===== config.mk =====
export PLATFORM = sky130hd
export DESIGN_NAME = issue_top
export DESIGN_NICKNAME = d
export VERILOG_FILES = /design/src/logic/issue_cfg_pkg.sv /design/src/logic/issue_bundle_pkg.sv /design/src/logic/slot_if.sv /design/src/logic/reservation_table.sv /design/src/logic/issue_slot.sv /design/src/logic/dispatch_ctrl.sv /design/src/logic/issue_top.sv
export SDC_FILE = /design/constraint.sdc
export NUM_CORES = 1
export LEC_CHECK = 0
export ABC_AREA = 1
export BUFFER_PORTS_ARGS = -buffer_cell sky130_fd_sc_hd__buf_2
export CORE_AREA = 4 4 146 148
export CTS_BUF_LIST = sky130_fd_sc_hd__clkbuf_16
export CTS_CLUSTER_DIAMETER = 150
export DETAILED_ROUTE_END_ITERATION = 7
export DIE_AREA = 0 0 150 152
export PLACE_DENSITY = 0.77
export SLEW_MARGIN = 20
export SYNTH_ARGS = -nofsm -noshare
export SYNTH_HDL_FRONTEND = slang
export SYNTH_SLANG_ARGS = --single-unit

===== constraint.sdc =====
create_clock -name i_clk -period 3.6 [get_ports i_clk]
set_clock_uncertainty 0.15 [all_clocks]
set_input_delay 0.36 -clock i_clk [delete_from_list [all_inputs] [get_ports i_clk]]
set_output_delay 0.36 -clock i_clk [all_outputs]
set_load 0.01 [all_outputs]

===== src/logic/issue_cfg_pkg.sv =====
package issue_cfg_pkg;

    // architectural register file
    localparam int NUM_REGS   = 32;
    localparam int REG_ADDR_W = 5;

    // datapath and immediate widths
    localparam int XLEN  = 64;
    localparam int IMM_W = 32;

    // bundles offered by decode on every cycle
    localparam int NUM_SLOTS = 2;

    // a register address, as used for rs1, rs2 and rd
    typedef logic [REG_ADDR_W-1:0] reg_addr_t;

    // one bit per architectural register
    // used for operand masks and for the scoreboard itself
    typedef logic [NUM_REGS-1:0] reg_mask_t;

    // a full datapath word
    // immediates are sign extended to this width
    typedef logic [XLEN-1:0] xword_t;

endpackage


===== src/logic/issue_bundle_pkg.sv =====
package issue_bundle_pkg;

    localparam int BUNDLE_W = 68;

    // field positions inside a decoded bundle
    // bit 0 carries nothing that the issue stage looks at
    localparam int RS1_LSB     = 1;
    localparam int RS2_LSB     = 6;
    localparam int RD_LSB      = 11;
    localparam int IMM_LSB     = 16;
    localparam int PIPE_LSB    = 48;
    localparam int OP2_SEL_BIT = 52;
    localparam int XARITH_LSB  = 53;
    localparam int XLOGIC_LSB  = 61;

    localparam int PIPE_W        = 4;
    localparam int XARITH_CTRL_W = 8;
    localparam int XLOGIC_CTRL_W = 7;

    typedef logic [BUNDLE_W-1:0] bundle_t;
    typedef logic [PIPE_W-1:0]   pipe_code_t;

    // only these two pipeline codes reach an execution unit
    localparam pipe_code_t PIPE_XARITH = 4'd1;
    localparam pipe_code_t PIPE_XLOGIC = 4'd2;

    // {word, branch_invert, branch_equal, cmp_mode, unsigned, sub, opsel[1:0]}
    typedef logic [XARITH_CTRL_W-1:0] xarith_ctrl_t;

    // {word, sll[1:0], invert, opsel[2:0]}
    typedef logic [XLOGIC_CTRL_W-1:0] xlogic_ctrl_t;

    // ISSUE_SECOND means bundle 0 has left and only bundle 1 is pending
    typedef enum logic {ISSUE_PAIR, ISSUE_SECOND} issue_state_e;

endpackage


===== src/logic/slot_if.sv =====
`timescale 1ns/1ns

interface slot_if;
    import issue_cfg_pkg::*;
    import issue_bundle_pkg::*;

    reg_addr_t    rs1;
    reg_addr_t    rs2;
    reg_addr_t    rd;
    xword_t       imm;
    logic         op2_sel;
    logic         is_xarith;
    logic         is_xlogic;
    xarith_ctrl_t xarith_ctrl;
    xlogic_ctrl_t xlogic_ctrl;
    reg_mask_t    rd_mask;
    // high when no operand of the slot is reserved in the scoreboard
    logic         clear;

    modport slot (output rs1, rs2, rd, imm, op2_sel, is_xarith, is_xlogic,
                  xarith_ctrl, xlogic_ctrl, rd_mask, clear);
    modport disp (input rs1, rs2, rd, imm, op2_sel, is_xarith, is_xlogic,
                  xarith_ctrl, xlogic_ctrl, rd_mask, clear);
endinterface


===== src/logic/reservation_table.sv =====
`timescale 1ns/1ns

module reservation_table (
    input  logic                     i_clk,
    input  logic                     i_rst_n,
    input  issue_cfg_pkg::reg_mask_t i_reserve,
    input  issue_cfg_pkg::reg_mask_t i_retire,
    output issue_cfg_pkg::reg_mask_t o_reservation
);
    import issue_cfg_pkg::*;

    // x0 is hardwired to zero, so it can never hold a pending write
    localparam reg_mask_t X0_MASK = reg_mask_t'(1);

    reg_mask_t reservation_q;
    reg_mask_t reservation_d;

    // a bit that is retired and reserved in the same cycle stays set
    // because its new writer is still in flight
    assign reservation_d = ((reservation_q & ~i_retire) | i_reserve) & ~X0_MASK;

    always_ff @(posedge i_clk or negedge i_rst_n) begin
        if (!i_rst_n) begin
            reservation_q <= '0;
        end else begin
            reservation_q <= reservation_d;
        end
    end

    assign o_reservation = reservation_q;

endmodule


===== src/logic/issue_slot.sv =====
`timescale 1ns/1ns

module issue_slot (
    input  issue_bundle_pkg::bundle_t i_bundle,
    input  issue_cfg_pkg::reg_mask_t  i_reservation,
    slot_if.slot                      o_slot
);
    import issue_cfg_pkg::*;
    import issue_bundle_pkg::*;

    reg_addr_t          rs1;
    reg_addr_t          rs2;
    reg_addr_t          rd;
    logic [IMM_W-1:0]   imm32;
    pipe_code_t         pipe;
    logic               op2_sel;
    reg_mask_t          rs1_mask;
    reg_mask_t          rs2_mask;
    reg_mask_t          rd_mask;
    reg_mask_t          operand_mask;

    assign rs1     = i_bundle[RS1_LSB +: REG_ADDR_W];
    assign rs2     = i_bundle[RS2_LSB +: REG_ADDR_W];
    assign rd      = i_bundle[RD_LSB +: REG_ADDR_W];
    assign imm32   = i_bundle[IMM_LSB +: IMM_W];
    assign pipe    = i_bundle[PIPE_LSB +: PIPE_W];
    assign op2_sel = i_bundle[OP2_SEL_BIT];

    // one bit per operand, compared against the in-flight destinations
    // when op2 is the immediate, rs2 is never read and cannot cause a stall
    assign rs1_mask     = reg_mask_t'(1) << rs1;
    assign rs2_mask     = (reg_mask_t'(1) << rs2) & {NUM_REGS{!op2_sel}};
    assign rd_mask      = reg_mask_t'(1) << rd;
    assign operand_mask = rs1_mask | rs2_mask | rd_mask;

    assign o_slot.rs1     = rs1;
    assign o_slot.rs2     = rs2;
    assign o_slot.rd      = rd;
    assign o_slot.op2_sel = op2_sel;
    assign o_slot.rd_mask = rd_mask;

    // decode keeps the immediate narrow to save wiring and the slot widens it
    assign o_slot.imm = {{(XLEN - IMM_W){imm32[IMM_W-1]}}, imm32};

    assign o_slot.is_xarith = (pipe == PIPE_XARITH);
    assign o_slot.is_xlogic = (pipe == PIPE_XLOGIC);

    assign o_slot.xarith_ctrl = i_bundle[XARITH_LSB +: XARITH_CTRL_W];
    assign o_slot.xlogic_ctrl = i_bundle[XLOGIC_LSB +: XLOGIC_CTRL_W];

    // covers RAW on the sources and WAW on the destination
    assign o_slot.clear = ((operand_mask & i_reservation) == '0);

endmodule


===== src/logic/dispatch_ctrl.sv =====
`timescale 1ns/1ns

module dispatch_ctrl (
    input  logic                           i_clk,
    input  logic                           i_rst_n,
    input  logic                           i_input_valid,
    input  logic                           i_xarith_ready,
    input  logic                           i_xlogic_ready,
    slot_if.disp                           i_slot0,
    slot_if.disp                           i_slot1,
    output issue_cfg_pkg::reg_mask_t       o_reserve,
    output logic                           o_input_ready,
    output issue_cfg_pkg::reg_addr_t       o_rs1_addr,
    output issue_cfg_pkg::reg_addr_t       o_rs2_addr,
    output issue_cfg_pkg::reg_addr_t       o_rs3_addr,
    output issue_cfg_pkg::reg_addr_t       o_rs4_addr,
    output logic                           o_xarith_banksel,
    output logic                           o_xarith_op2_sel,
    output issue_cfg_pkg::xword_t          o_xarith_imm,
    output issue_bundle_pkg::xarith_ctrl_t o_xarith_ctrl,
    output issue_cfg_pkg::reg_addr_t       o_xarith_rd,
    output logic                           o_xarith_valid,
    output logic                           o_xlogic_banksel,
    output logic                           o_xlogic_op2_sel,
    output issue_cfg_pkg::xword_t          o_xlogic_imm,
    output issue_bundle_pkg::xlogic_ctrl_t o_xlogic_ctrl,
    output issue_cfg_pkg::reg_addr_t       o_xlogic_rd,
    output logic                           o_xlogic_valid
);
    import issue_cfg_pkg::*;
    import issue_bundle_pkg::*;

    issue_state_e state_q;
    logic         done;
    logic         s0_tx_arith;
    logic         s0_tx_logic;
    logic         s0_tx;
    logic         s1_go;
    logic         s1_tx_arith;
    logic         s1_tx_logic;
    logic         s1_tx;

    assign done = (state_q == ISSUE_SECOND);

    // bundle 0 leaves once its operands are free and its unit can take it
    assign s0_tx_arith = i_input_valid && !done && i_slot0.clear
                         && i_slot0.is_xarith && i_xarith_ready;
    assign s0_tx_logic = i_input_valid && !done && i_slot0.clear
                         && i_slot0.is_xlogic && i_xlogic_ready;
    assign s0_tx       = s0_tx_arith || s0_tx_logic;

    // bundle 1 follows bundle 0 in order, never shares its unit in the same
    // cycle and never shares its rd while bundle 0 is still pending
    assign s1_go = i_input_valid && i_slot1.clear
                   && (done || (s0_tx && (i_slot0.rd != i_slot1.rd)));
    assign s1_tx_arith = s1_go && i_slot1.is_xarith && (done || !i_slot0.is_xarith)
                         && i_xarith_ready;
    assign s1_tx_logic = s1_go && i_slot1.is_xlogic && (done || !i_slot0.is_xlogic)
                         && i_xlogic_ready;
    assign s1_tx       = s1_tx_arith || s1_tx_logic;

    // the pair is consumed when its second bundle leaves
    assign o_input_ready = s1_tx;

    assign o_reserve = (i_slot0.rd_mask & {NUM_REGS{s0_tx}})
                     | (i_slot1.rd_mask & {NUM_REGS{s1_tx}});

    always_ff @(posedge i_clk or negedge i_rst_n) begin
        if (!i_rst_n) begin
            state_q        <= ISSUE_PAIR;
            o_xarith_valid <= 1'b0;
            o_xlogic_valid <= 1'b0;
        end else begin
            o_xarith_valid <= s0_tx_arith || s1_tx_arith;
            o_xlogic_valid <= s0_tx_logic || s1_tx_logic;
            if (s1_tx) begin
                state_q <= ISSUE_PAIR;
            end else if (s0_tx) begin
                state_q <= ISSUE_SECOND;
            end
        end
    end

    // register file reads happen on the edge where the bundles leave
    always_ff @(posedge i_clk) begin
        o_rs1_addr <= i_slot0.rs1;
        o_rs2_addr <= i_slot0.rs2;
        o_rs3_addr <= i_slot1.rs1;
        o_rs4_addr <= i_slot1.rs2;
        if (s0_tx_arith || s1_tx_arith) begin
            o_xarith_banksel <= s1_tx_arith;
            o_xarith_op2_sel <= s1_tx_arith ? i_slot1.op2_sel : i_slot0.op2_sel;
            o_xarith_imm     <= s1_tx_arith ? i_slot1.imm : i_slot0.imm;
            o_xarith_ctrl    <= s1_tx_arith ? i_slot1.xarith_ctrl : i_slot0.xarith_ctrl;
            o_xarith_rd      <= s1_tx_arith ? i_slot1.rd : i_slot0.rd;
        end
        if (s0_tx_logic || s1_tx_logic) begin
            o_xlogic_banksel <= s1_tx_logic;
            o_xlogic_op2_sel <= s1_tx_logic ? i_slot1.op2_sel : i_slot0.op2_sel;
            o_xlogic_imm     <= s1_tx_logic ? i_slot1.imm : i_slot0.imm;
            o_xlogic_ctrl    <= s1_tx_logic ? i_slot1.xlogic_ctrl : i_slot0.xlogic_ctrl;
            o_xlogic_rd      <= s1_tx_logic ? i_slot1.rd : i_slot0.rd;
        end
    end

endmodule


===== src/logic/issue_top.sv =====
`timescale 1ns/1ns

module issue_top (
    input  logic                           i_clk,
    input  logic                           i_rst_n,
    // decoded pair from the front end
    input  logic                           i_input_valid,
    output logic                           o_input_ready,
    input  issue_bundle_pkg::bundle_t      i_bundle0,
    input  issue_bundle_pkg::bundle_t      i_bundle1,
    // register file read ports where rs3 and rs4 belong to bundle 1
    output issue_cfg_pkg::reg_addr_t       o_rs1_addr,
    output issue_cfg_pkg::reg_addr_t       o_rs2_addr,
    output issue_cfg_pkg::reg_addr_t       o_rs3_addr,
    output issue_cfg_pkg::reg_addr_t       o_rs4_addr,
    // integer arithmetic unit
    output logic                           o_xarith_banksel,
    output logic                           o_xarith_op2_sel,
    output issue_cfg_pkg::xword_t          o_xarith_imm,
    output issue_bundle_pkg::xarith_ctrl_t o_xarith_ctrl,
    output issue_cfg_pkg::reg_addr_t       o_xarith_rd,
    output logic                           o_xarith_valid,
    input  logic                           i_xarith_ready,
    // integer logic unit
    output logic                           o_xlogic_banksel,
    output logic                           o_xlogic_op2_sel,
    output issue_cfg_pkg::xword_t          o_xlogic_imm,
    output issue_bundle_pkg::xlogic_ctrl_t o_xlogic_ctrl,
    output issue_cfg_pkg::reg_addr_t       o_xlogic_rd,
    output logic                           o_xlogic_valid,
    input  logic                           i_xlogic_ready,
    // retire masks from the back end
    input  issue_cfg_pkg::reg_mask_t       i_inst0_retire,
    input  issue_cfg_pkg::reg_mask_t       i_inst1_retire
);
    import issue_cfg_pkg::*;
    import issue_bundle_pkg::*;

    bundle_t   bundles [NUM_SLOTS];
    reg_mask_t reservation;
    reg_mask_t reserve;
    reg_mask_t retire;

    assign bundles[0] = i_bundle0;
    assign bundles[1] = i_bundle1;
    assign retire     = i_inst0_retire | i_inst1_retire;

    slot_if slot_bus [NUM_SLOTS] ();

    reservation_table u_table (
        .i_clk         (i_clk),
        .i_rst_n       (i_rst_n),
        .i_reserve     (reserve),
        .i_retire      (retire),
        .o_reservation (reservation)
    );

    for (genvar g = 0; g < NUM_SLOTS; g++) begin : gen_slot
        issue_slot u_slot (
            .i_bundle      (bundles[g]),
            .i_reservation (reservation),
            .o_slot        (slot_bus[g])
        );
    end

    dispatch_ctrl u_dispatch (
        .i_clk, .i_rst_n, .i_input_valid, .i_xarith_ready, .i_xlogic_ready,
        .i_slot0 (slot_bus[0]),
        .i_slot1 (slot_bus[1]),
        .o_reserve (reserve),
        .o_input_ready, .o_rs1_addr, .o_rs2_addr, .o_rs3_addr, .o_rs4_addr,
        .o_xarith_banksel, .o_xarith_op2_sel, .o_xarith_imm, .o_xarith_ctrl,
        .o_xarith_rd, .o_xarith_valid,
        .o_xlogic_banksel, .o_xlogic_op2_sel, .o_xlogic_imm, .o_xlogic_ctrl,
        .o_xlogic_rd, .o_xlogic_valid
    );

endmodule


======== Word-level counts from Yosys, hierarchy flattened ========
Cells that the tools add are included.
storage, ports and cells
  bits in registers ....................... 211
  input port bits ......................... 205
  logic and storage cells ................. 84
cells by class
  reduce and logical (&&, ||, !) cells .... 30
  shift-type cells ........................ 6
  multiplexer cells ....................... 10
  equal/unequal tests ..................... 5
  bitwise logic cells ..................... 15
operator list
  cell                  number
  $and 32x32->32        7
  $or 32x32->32         7
  $shl 1x5->32 const A  6
  $mux 64               2
  $logic_not 32->1      2
  $not 32->32           1
  $logic_and 1x1->1     15
  $mux 5                2
  $eq 4x1->1 const B    2
  $eq 4x2->1 const B    2
  $mux 8                1
  $logic_or 1x1->1      7
  $mux 7                1
  $logic_not 1->1       5
  $ne 5x5->1            1
  $mux 1                4
  $reduce_bool 2->1     1

======== Longest topological paths before layout ========
Gate-level depths: netlist of run 1.
  depth in word-level cells ............... 20
  mapped depth ............................ 18

======== Cells and area by module ========
Synthesis of run 1 repeated with hierarchy kept, for this count alone.
unflattened totals
  cell total of the unflattened synthesis .. 1810
  area total of the unflattened synthesis .. 13621.8 um^2
by module, submodules not included
  module             area an instance (um^2)  cells an instance  instances
  dispatch_ctrl      7787.5                   773                1
  issue_slot         2110.8                   392                2
  reservation_table  1252.5                   157                1
  issue_top          360.3                    96                 1

======== Least setup slack after synthesis of run 1 ========
No wires, ideal clock.
  path kind ............................... input-to-reg
  from .................................... input port i_bundle0[4]
  to ...................................... register u_dispatch.o_xarith_banksel (enable)
  path slack .............................. 184 ps
  stages on the path ...................... 17
  data arrival time ....................... 2860 ps
  library setup time ...................... 406 ps
  data required time ...................... 3044 ps
  path through ............................ buf_2 inv_1 nand2_1 inv_1 nand2_1 nand3_1 nand2_1 nand2_1 nor2_1 nand2_1 nor2_1 o211ai_2 nand2_4 nand3_4 buf_6 buf_6 nand2_1
between the ends
  word-level cells in the longest chain between the ends .. 16
  elaborated cells on any way between the ends .. 18
RTL lines
  item                                                      line                                      RTL
  from (decl)                                               issue_top.sv:9                            input issue_bundle_pkg::bundle_t i_bundle0,
  $shl 1x5->32 (*)                                          issue_slot.sv:31                          assign rs1_mask = reg_mask_t'(1) << rs1;
  $or 32x32->32 (*) (2 in a row)                            issue_slot.sv:34                          assign operand_mask = rs1_mask | rs2_mask | rd_mask;
  $and 32x32->32 (*)                                        issue_slot.sv:52                          assign o_slot.clear = ((operand_mask & i_reservation) == '0);
  $logic_not 32->1 (*)                                      issue_slot.sv:52
  $logic_and 1x1->1 (*)                                     dispatch_ctrl.sv:46, dispatch_ctrl.sv:48
  $logic_and 1x1->1, on equally long branches (2 in a row)  dispatch_ctrl.sv:47, dispatch_ctrl.sv:49
  $logic_or 1x1->1                                          dispatch_ctrl.sv:50                       assign s0_tx = s0_tx_arith || s0_tx_logic;
  $logic_and 1x1->1                                         dispatch_ctrl.sv:55                       && (done || (s0_tx && (i_slot0.rd != i_slot1.rd)));
  $logic_or 1x1->1                                          dispatch_ctrl.sv:55
  $logic_and 1x1->1                                         dispatch_ctrl.sv:55
  $logic_and 1x1->1 (2 in a row)                            dispatch_ctrl.sv:56                       assign s1_tx_arith = s1_go && i_slot1.is_xarith && (done || !i_slot0.is_xarith)
  $logic_and 1x1->1                                         dispatch_ctrl.sv:57                       && i_xarith_ready;
  $logic_or 1x1->1 (*)                                      dispatch_ctrl.sv:90                       if (s0_tx_arith || s1_tx_arith) begin
  to (signal assigned)                                      dispatch_ctrl.sv:91                       o_xarith_banksel <= s1_tx_arith;
  to (decl)                                                 dispatch_ctrl.sv:17                       output logic o_xarith_banksel,
Every way passes the cells marked *; elsewhere a longest branch is shown, timed or not.
A chain may end at the register's enable or synchronous reset.

======== Worst setup path after layout of run 1 ========
  from .................................... input port i_bundle0[3]
  to ...................................... output port o_input_ready
between the ends
  word-level cells in the longest chain between the ends .. 16
  elaborated cells on any way between the ends .. 21
RTL lines
  item                                                      line                                      RTL
  $shl 1x5->32 (*)                                          issue_slot.sv:31
  $or 32x32->32 (*) (2 in a row)                            issue_slot.sv:34
  $and 32x32->32 (*)                                        issue_slot.sv:52
  $logic_not 32->1 (*)                                      issue_slot.sv:52
  $logic_and 1x1->1 (*)                                     dispatch_ctrl.sv:46, dispatch_ctrl.sv:48
  $logic_and 1x1->1, on equally long branches (2 in a row)  dispatch_ctrl.sv:47, dispatch_ctrl.sv:49
  $logic_or 1x1->1 (*)                                      dispatch_ctrl.sv:50
  $logic_and 1x1->1 (*)                                     dispatch_ctrl.sv:55
  $logic_or 1x1->1 (*)                                      dispatch_ctrl.sv:55
  $logic_and 1x1->1 (*)                                     dispatch_ctrl.sv:55
  $logic_and 1x1->1, on equally long branches (2 in a row)  dispatch_ctrl.sv:56, dispatch_ctrl.sv:58
  $logic_and 1x1->1, on equally long branches               dispatch_ctrl.sv:57, dispatch_ctrl.sv:59
  $logic_or 1x1->1 (*)                                      dispatch_ctrl.sv:60                       assign s1_tx = s1_tx_arith || s1_tx_logic;
  to (decl)                                                 issue_top.sv:8                            output logic o_input_ready,
Marks and branches as above.

==> flow_summary.yaml, run 1 <==
timing:
  worst_pin_slew_ns: 0.8780
  min_period_over_period: 0.9295
  final.min_clock_period_ns: 3.346
  rsz0062_at_grt: "false"
  tns_ns: 0
  report.final.slew_viol_count: 0
  setup_viol: 0
  relSlewSlack: 0.4147
  finalHoldViolCount: 0
  fin_ws_ns: 0.2539
  fmax_mhz: 298.9
synth:
  synth_cell_type_count: 35
  synth_fp_nets: 1419
  seq_area_frac_synth: 0.4426
  netlist_top_cells_area: "edfxtp_1, nand2_1, dfrtp_1, nand3_1, buf_4"
  syn_area_per_cell_um2: 7.526
  synthCells: 1214
  ys_seq_elements: 147
  synth_top_area_share: 0.3057
  yosysTopAreaCell: "edfxtp_1"
  ys.warnings.count: 0
  syn_area_mm2: 0.009136
global_route:
  overflow: 0
  grt_pass1_wl_mm: 49.16
  grt_usage: 0.2779
  grt_max_degree: 42
  grt_pass1_vias: 8981
  antenna_found_initial: 1
layout:
  fin_area_mm2: 0.01155
  layout_common_cells: "buf_2, nand2_1, nor2_1, nand3_1, inv_1"
  final_util: 0.5762
  nets: 1735
  layoutNonFillerInstCount: 1814
  area_growth_pct: 26.38
  layout_commonest_cell: "buf_2"
  drive_above_1_share: 0.3065
power_and_ir_drop:
  switching_share: 0.2913
  power_density_mw_per_mm2: 360.7
  power.internal_mw: 2.951
  pwr-share-seq: 0.442
  pwr-share-comb: 0.144
  irDropWorstVdd_mv: 0.3152
  switchingPower_mw: 1.213
  p_leak_nw: 6.049
  clockPowerShare: 0.414
setup_path:
  crit_buf_inv: 4
  crit_path_max_fanout: 12
  required_ns: 3.09
  arrival_ns: 2.84
  cp_slowest_cell: "dlygate4sd3_1"
  cp-start-kind: "primary input"
  path_cells: "dlygate4sd3_1 -> buf_2 -> buf_4 -> nor2_1 -> nand3_1 -> nand3_1 -> nand2_1 -> nand2_1 -> nor2_1 -> nand2_1 -> nor2_1 -> o211ai_2 -> nand2_4 -> nand3_4 -> nand2_1 -> buf_2"
  critical_path_class: "in -> out"
  reg2regPathDepth: 13
  critPathMaxStageDelay_ns: 0.53
  path_depth: 16
  worstSetupEndpointType: "primary output"
  critical_path.top_delay_family: "simple AND/OR/NAND/NOR gates"
  crit_path_frequent_cell: "nand2_1"
route:
  vias: 9601
  drt_iter0_drc: 1088
  dr.pass1.iters: 6
  wl_per_cell_um: 18.38
  avgViaCountPerCell: 5.293
  routed_wl_mm: 33.33
  route.detailed.drc: 0
  antenna_left: 0
run_status:
  status: "finished, final reports clean"
placement:
  portBuffers: 380
  place.detailed.hpwl_mm: 26.13
  place_area_mm2: 0.01077
  globalplace.congestion: 0.9889
  dpl_worst_slack_ns: 0.3907
  dp_cells: 1763
floorplanning:
  core_mm2: 0.02004
  die_area_mm2: 0.02280
  die_y_um: 152
  initial_utilization: 0.4559
  rows: 52
  die_x_um: 150
  io_pins: 385
clocking:
  cts_sinks: 147
  clkTransAtPathRegs_ns: 0.07
  numCtsBuffers: 17
  clockRootBuffer: "clkbuf_16"
  clk_latency_ns: 0.42
  cts_tree: "built"
  cts.htree.levels: 4
  cts_buffer_depth: 2
hold_path:
  hold_path.class: "in -> reg"
  min_path_cells: 1
run:
  cap_violations: 0
==> power by group through the flow <==
stage	sequential, mW	combinational [mW]	clock, mW
2_1_floorplan	1.89	0.306	0
3_3_place_gp	1.87	0.561	0
3_5_place_dp	1.88	0.567	0
4_1_cts	1.84	0.583	1.75
5_1_grt	1.84	0.654	1.83
6_report	1.84	0.599	1.73
==> Yosys cell counts, drive strengths merged <==
cell type  instances
o211ai             4
inv              112
clkbuf            18
buf              104
xor2               1
clkinv             1
nor2             137
o22ai              2
and2               1
nand3            128
a21oi             28
dfrtp             34
nand2            347
o21ai             88
a22oi              4
nand4             33
nor3              25
dfxtp             20
nor4               2
o2111ai           31
and3               1
edfxtp            93
==> per-stage QoR <==
step	total power, mW	hold slack, ns
3_3_place_gp	2.435	0.3581
2_1_floorplan	2.194	-0.08559
6_report	4.165	0.03351
3_5_place_dp	2.443	0.3587
5_1_grt	4.327	0.008262
4_1_cts	4.177	0.007484
==> cells by family (layout without fill, tap and decap cells) <==
| family | after synthesis | count (layout) | synth area share |
|---|---|---|---|
| AND/OR/NAND/NOR | 674 | 674 | 0.3158 |
| buffers and inverters | 235 | 564 | 0.1364 |
| AO/OA/AOI/OAI | 157 | 157 | 0.1042 |
| flip-flops | 147 | 147 | 0.4426 |
| XOR/XNOR | 1 | 1 | 0.0009588 |
| other | 0 | 1 | 0 |
==> registers in the layout, summed over array words and instances (netlist names), 5 cells and up <==
register and count:
u_dispatch.o_xarith_imm 32, u_dispatch.o_xlogic_imm 32, u_table.o_reservation 31, u_dispatch.o_xarith_ctrl 8
u_dispatch.o_xlogic_ctrl 7, u_dispatch.o_rs1_addr 5, u_dispatch.o_rs2_addr 5, u_dispatch.o_rs3_addr 5
u_dispatch.o_rs4_addr 5, u_dispatch.o_xarith_rd 5, u_dispatch.o_xlogic_rd 5
==> per-layer routing <==
layer,track usage,vias up,share of wire
met5,0,-,0
met4,0.1338,0,0.049
met3,0.05094,106,0.087
met2,0.4732,575,0.49
met1,0.3371,4295,0.38
li1,-,4625,-
==> worst register-to-register path, cell delays in order, from the launching register on <==
cell and delay (ns):
dfrtp_1 0.41, inv_1 0.18, o21ai_0 0.11, a21oi_1 0.15, nand3_1 0.12, nand2_1 0.14
inv_1 0.07, nand4_1 0.08, nor2_1 0.05, nand2_1 0.15, nor2_4 0.08, nand3_4 0.19
buf_4 0.38, o21ai_0 0.16
==> timing repair <==
item,in CTS,in global routing
endpoints found under the hold margin,49,0
hold buffers,16,0
gates resized for setup,0,8
endpoints found under the setup margin,0,1
buffers inserted,0,2
==> worst paths after layout <==
path | start | end | slack [ns]
max | i_bundle0[3] | o_input_ready | 0.25
min | i_bundle1[5] | u_dispatch.o_rs3_addr[4] | 0.03
max reg2reg | u_dispatch.done | u_dispatch.o_xlogic_imm[2] | 0.92
min reg2reg | u_table.o_reservation[11] | u_table.o_reservation[11] | 0.40
max in group asynchronous | i_rst_n | u_table.o_reservation[31] | 2.31
min in group asynchronous | i_rst_n | u_table.o_reservation[22] | 0.43
==> cell type report <==
cell class,instances,area (um^2)
fillers,1908,8493
inverters,113,427.9
clock inverters,15,140.1
flip-flops and latches,147,4044
multi-input cells,832,3884
well taps,270,337.8
diodes,1,2.502
repair buffers,419,2285
clock buffers,17,425.4
Note: power is estimated with default switching activity, not from simulation.
==> inputs of run 2 (changes only) <==
==> constraint.sdc (replaced) <==
create_clock -name i_clk -period 3.8 [get_ports i_clk]
set_clock_uncertainty 0.15 [all_clocks]
set_input_delay 0.38 -clock i_clk [delete_from_list [all_inputs] [get_ports i_clk]]
set_output_delay 0.38 -clock i_clk [all_outputs]
set_load 0.01 [all_outputs]
==> run 2 against run 1 <==
  * Die area did not move
  * Combinational power fell by 6.8%
  * Cell area fell by 0.87%
  * Wire length rose by 0.61%
  * Final cell count fell by 0.39%
  * Sequential power fell by 5%
  * Critical path type unchanged
  * Critical endpoint unchanged
  * Highest routed layer unchanged
==> flow_summary.yaml, run 2 (synthesized netlist as in run 1, its figures left out) <==
clocking:
  cts_tree: "built"
  cts.htree.levels: 4
  cts_sinks: 147
  numCtsBuffers: 17
  clockRootBuffer: "clkbuf_16"
  cts_buffer_depth: 2
  cts_hold_buf: 12
  clk_latency_ns: 0.43
  cts_resized: 0
  cts_setup_buffers: 0
  clkTransAtPathRegs_ns: 0.07
setup_path:
  critical_path_class: "in -> out"
  critPathLaunch: "i_bundle0[10]"
  arrival_ns: 2.98
  cp-start-kind: "primary input"
  rrSetupSlack_ns: 1.01
  required_ns: 3.27
  reg2reg_to: "u_dispatch.o_xlogic_ctrl[2]"
  crit_path_max_fanout: 18
  reg2regPathDepth: 15
  worstSetupEndpointType: "primary output"
  r2r-start: "u_dispatch.done"
timing:
  final.min_clock_period_ns: 3.506
  rsz0062_at_grt: "false"
  finalHoldViolCount: 0
  fin_ws_ns: 0.2937
  tns_ns: 0
  min_period_over_period: 0.9227
  report.final.slew_viol_count: 0
  setup_viol: 0
  worst_pin_slew_ns: 0.8791
  fmax_mhz: 285.2
  relSlewSlack: 0.4140
global_route:
  busiest_layer: "met2"
  grt_pass1_vias: 9160
  grt_max_degree: 44
  overflow: 0
  use_met1: 0.3464
  met3_usage: 0.05034
  grt_pass1_wl_mm: 50.18
  grt_usage: 0.2835
  met2_usage: 0.4886
  antenna_found_initial: 1
floorplanning:
  die_y_um: 152
  initial_utilization: 0.4559
  die_x_um: 150
  rows: 52
  io_pins: 385
  core_mm2: 0.02004
  die_area_mm2: 0.02280
power_and_ir_drop:
  power_mw: 4.031
  power_density_mw_per_mm2: 352.2
  p_leak_nw: 6.026
  irDropWorstVdd_mv: 0.2977
route:
  avgViaCountPerCell: 5.270
  antenna_left: 0
  vias: 9522
  wl_per_cell_um: 18.56
  drt_iter0_drc: 797
  dr.pass1.iters: 6
  route.detailed.drc: 0
  routed_wl_mm: 33.54
run:
  cap_violations: 0
hold_path:
  hold_path.class: "in -> reg"
  hold_start: "i_bundle0[8]"
  hold-path-endpoint: "u_dispatch.o_rs2_addr[2]"
  min_path_cells: 1
placement:
  place.detailed.hpwl_mm: 26.52
  dpl_worst_slack_ns: 0.4912
  globalplace.congestion: 0.9550
  portBuffers: 380
layout:
  layout_common_cells: "buf_2, nand2_1, nor2_1, nand3_1, inv_1"
  fill_cells: 1907
  nets: 1727
  drive_above_1_share: 0.3010
  final_util: 0.5712
  layout_commonest_cell: "buf_2"
  area_growth_pct: 25.28
run_status:
  status: "finished, final reports clean"
-- run 2: area by class of cell --
class | instances | area, um^2 | share of cell area
diodes | 2 | 5.005 | 0.0004373
inverters | 113 | 424.2 | 0.03706
well taps | 270 | 337.8 | 0.02951
flip-flops and latches | 147 | 4044 | 0.3533
multi-input cells | 832 | 3851 | 0.3365
repair buffers | 411 | 2190 | 0.1913
clock inverters | 15 | 168.9 | 0.01476
clock buffers | 17 | 425.4 | 0.03717
-- run 2: power by group --
| group | internal, mW | total, mW | switching [mW] |
|---|---|---|---|
| Combinational | 0.192 | 0.558 | 0.365 |
| Sequential | 1.73 | 1.74 | 0.0115 |
| Clock | 0.939 | 1.73 | 0.792 |
| Total | 2.86 | 4.03 | 1.17 |
-- run 2: critical path: stages --
cell and delay [ns]:
dlygate4sd3_1 0.52, buf_2 0.13, inv_1 0.05, nor2_2 0.52
nand4_1 0.22, nand3_1 0.16, nand2_1 0.07, nand2_1 0.06
nor2_1 0.05, nand2_1 0.06, nor2_1 0.07, o211ai_2 0.10
nand2_4 0.10, nand3_4 0.20, nand2_1 0.11, buf_2 0.17
-- run 2: worst max-delay path by stage --
stage                                              to  slack, ns  depth (start not counted)
after floorplan           u_dispatch.o_xarith_banksel       0.36                         17
after global placement     u_dispatch.o_xarith_imm[0]       0.51                         15
after detailed placement   u_dispatch.o_xarith_imm[8]       0.49                         15
after CTS                               o_input_ready       0.31                         16
after global routing                    o_input_ready       0.05                         17
final                                   o_input_ready       0.29                         16
-- run 2: stage by stage --
stage	area [um^2]	hold WS [ns]	std cells
after detailed placement	10730	0.3820	1761
final	11450	0.01790	1807
after global routing	11440	0.008391	1806
after global placement	10730	0.3762	1761
after CTS	11440	0.0002121	1805
after floorplan	9136	-0.06559	1214
-- run 2: metal layers --
metal,up-vias,share of wire
li1,4635,-
met5,-,0
met1,4263,0.38
met4,0,0.039
met3,88,0.088
met2,536,0.50
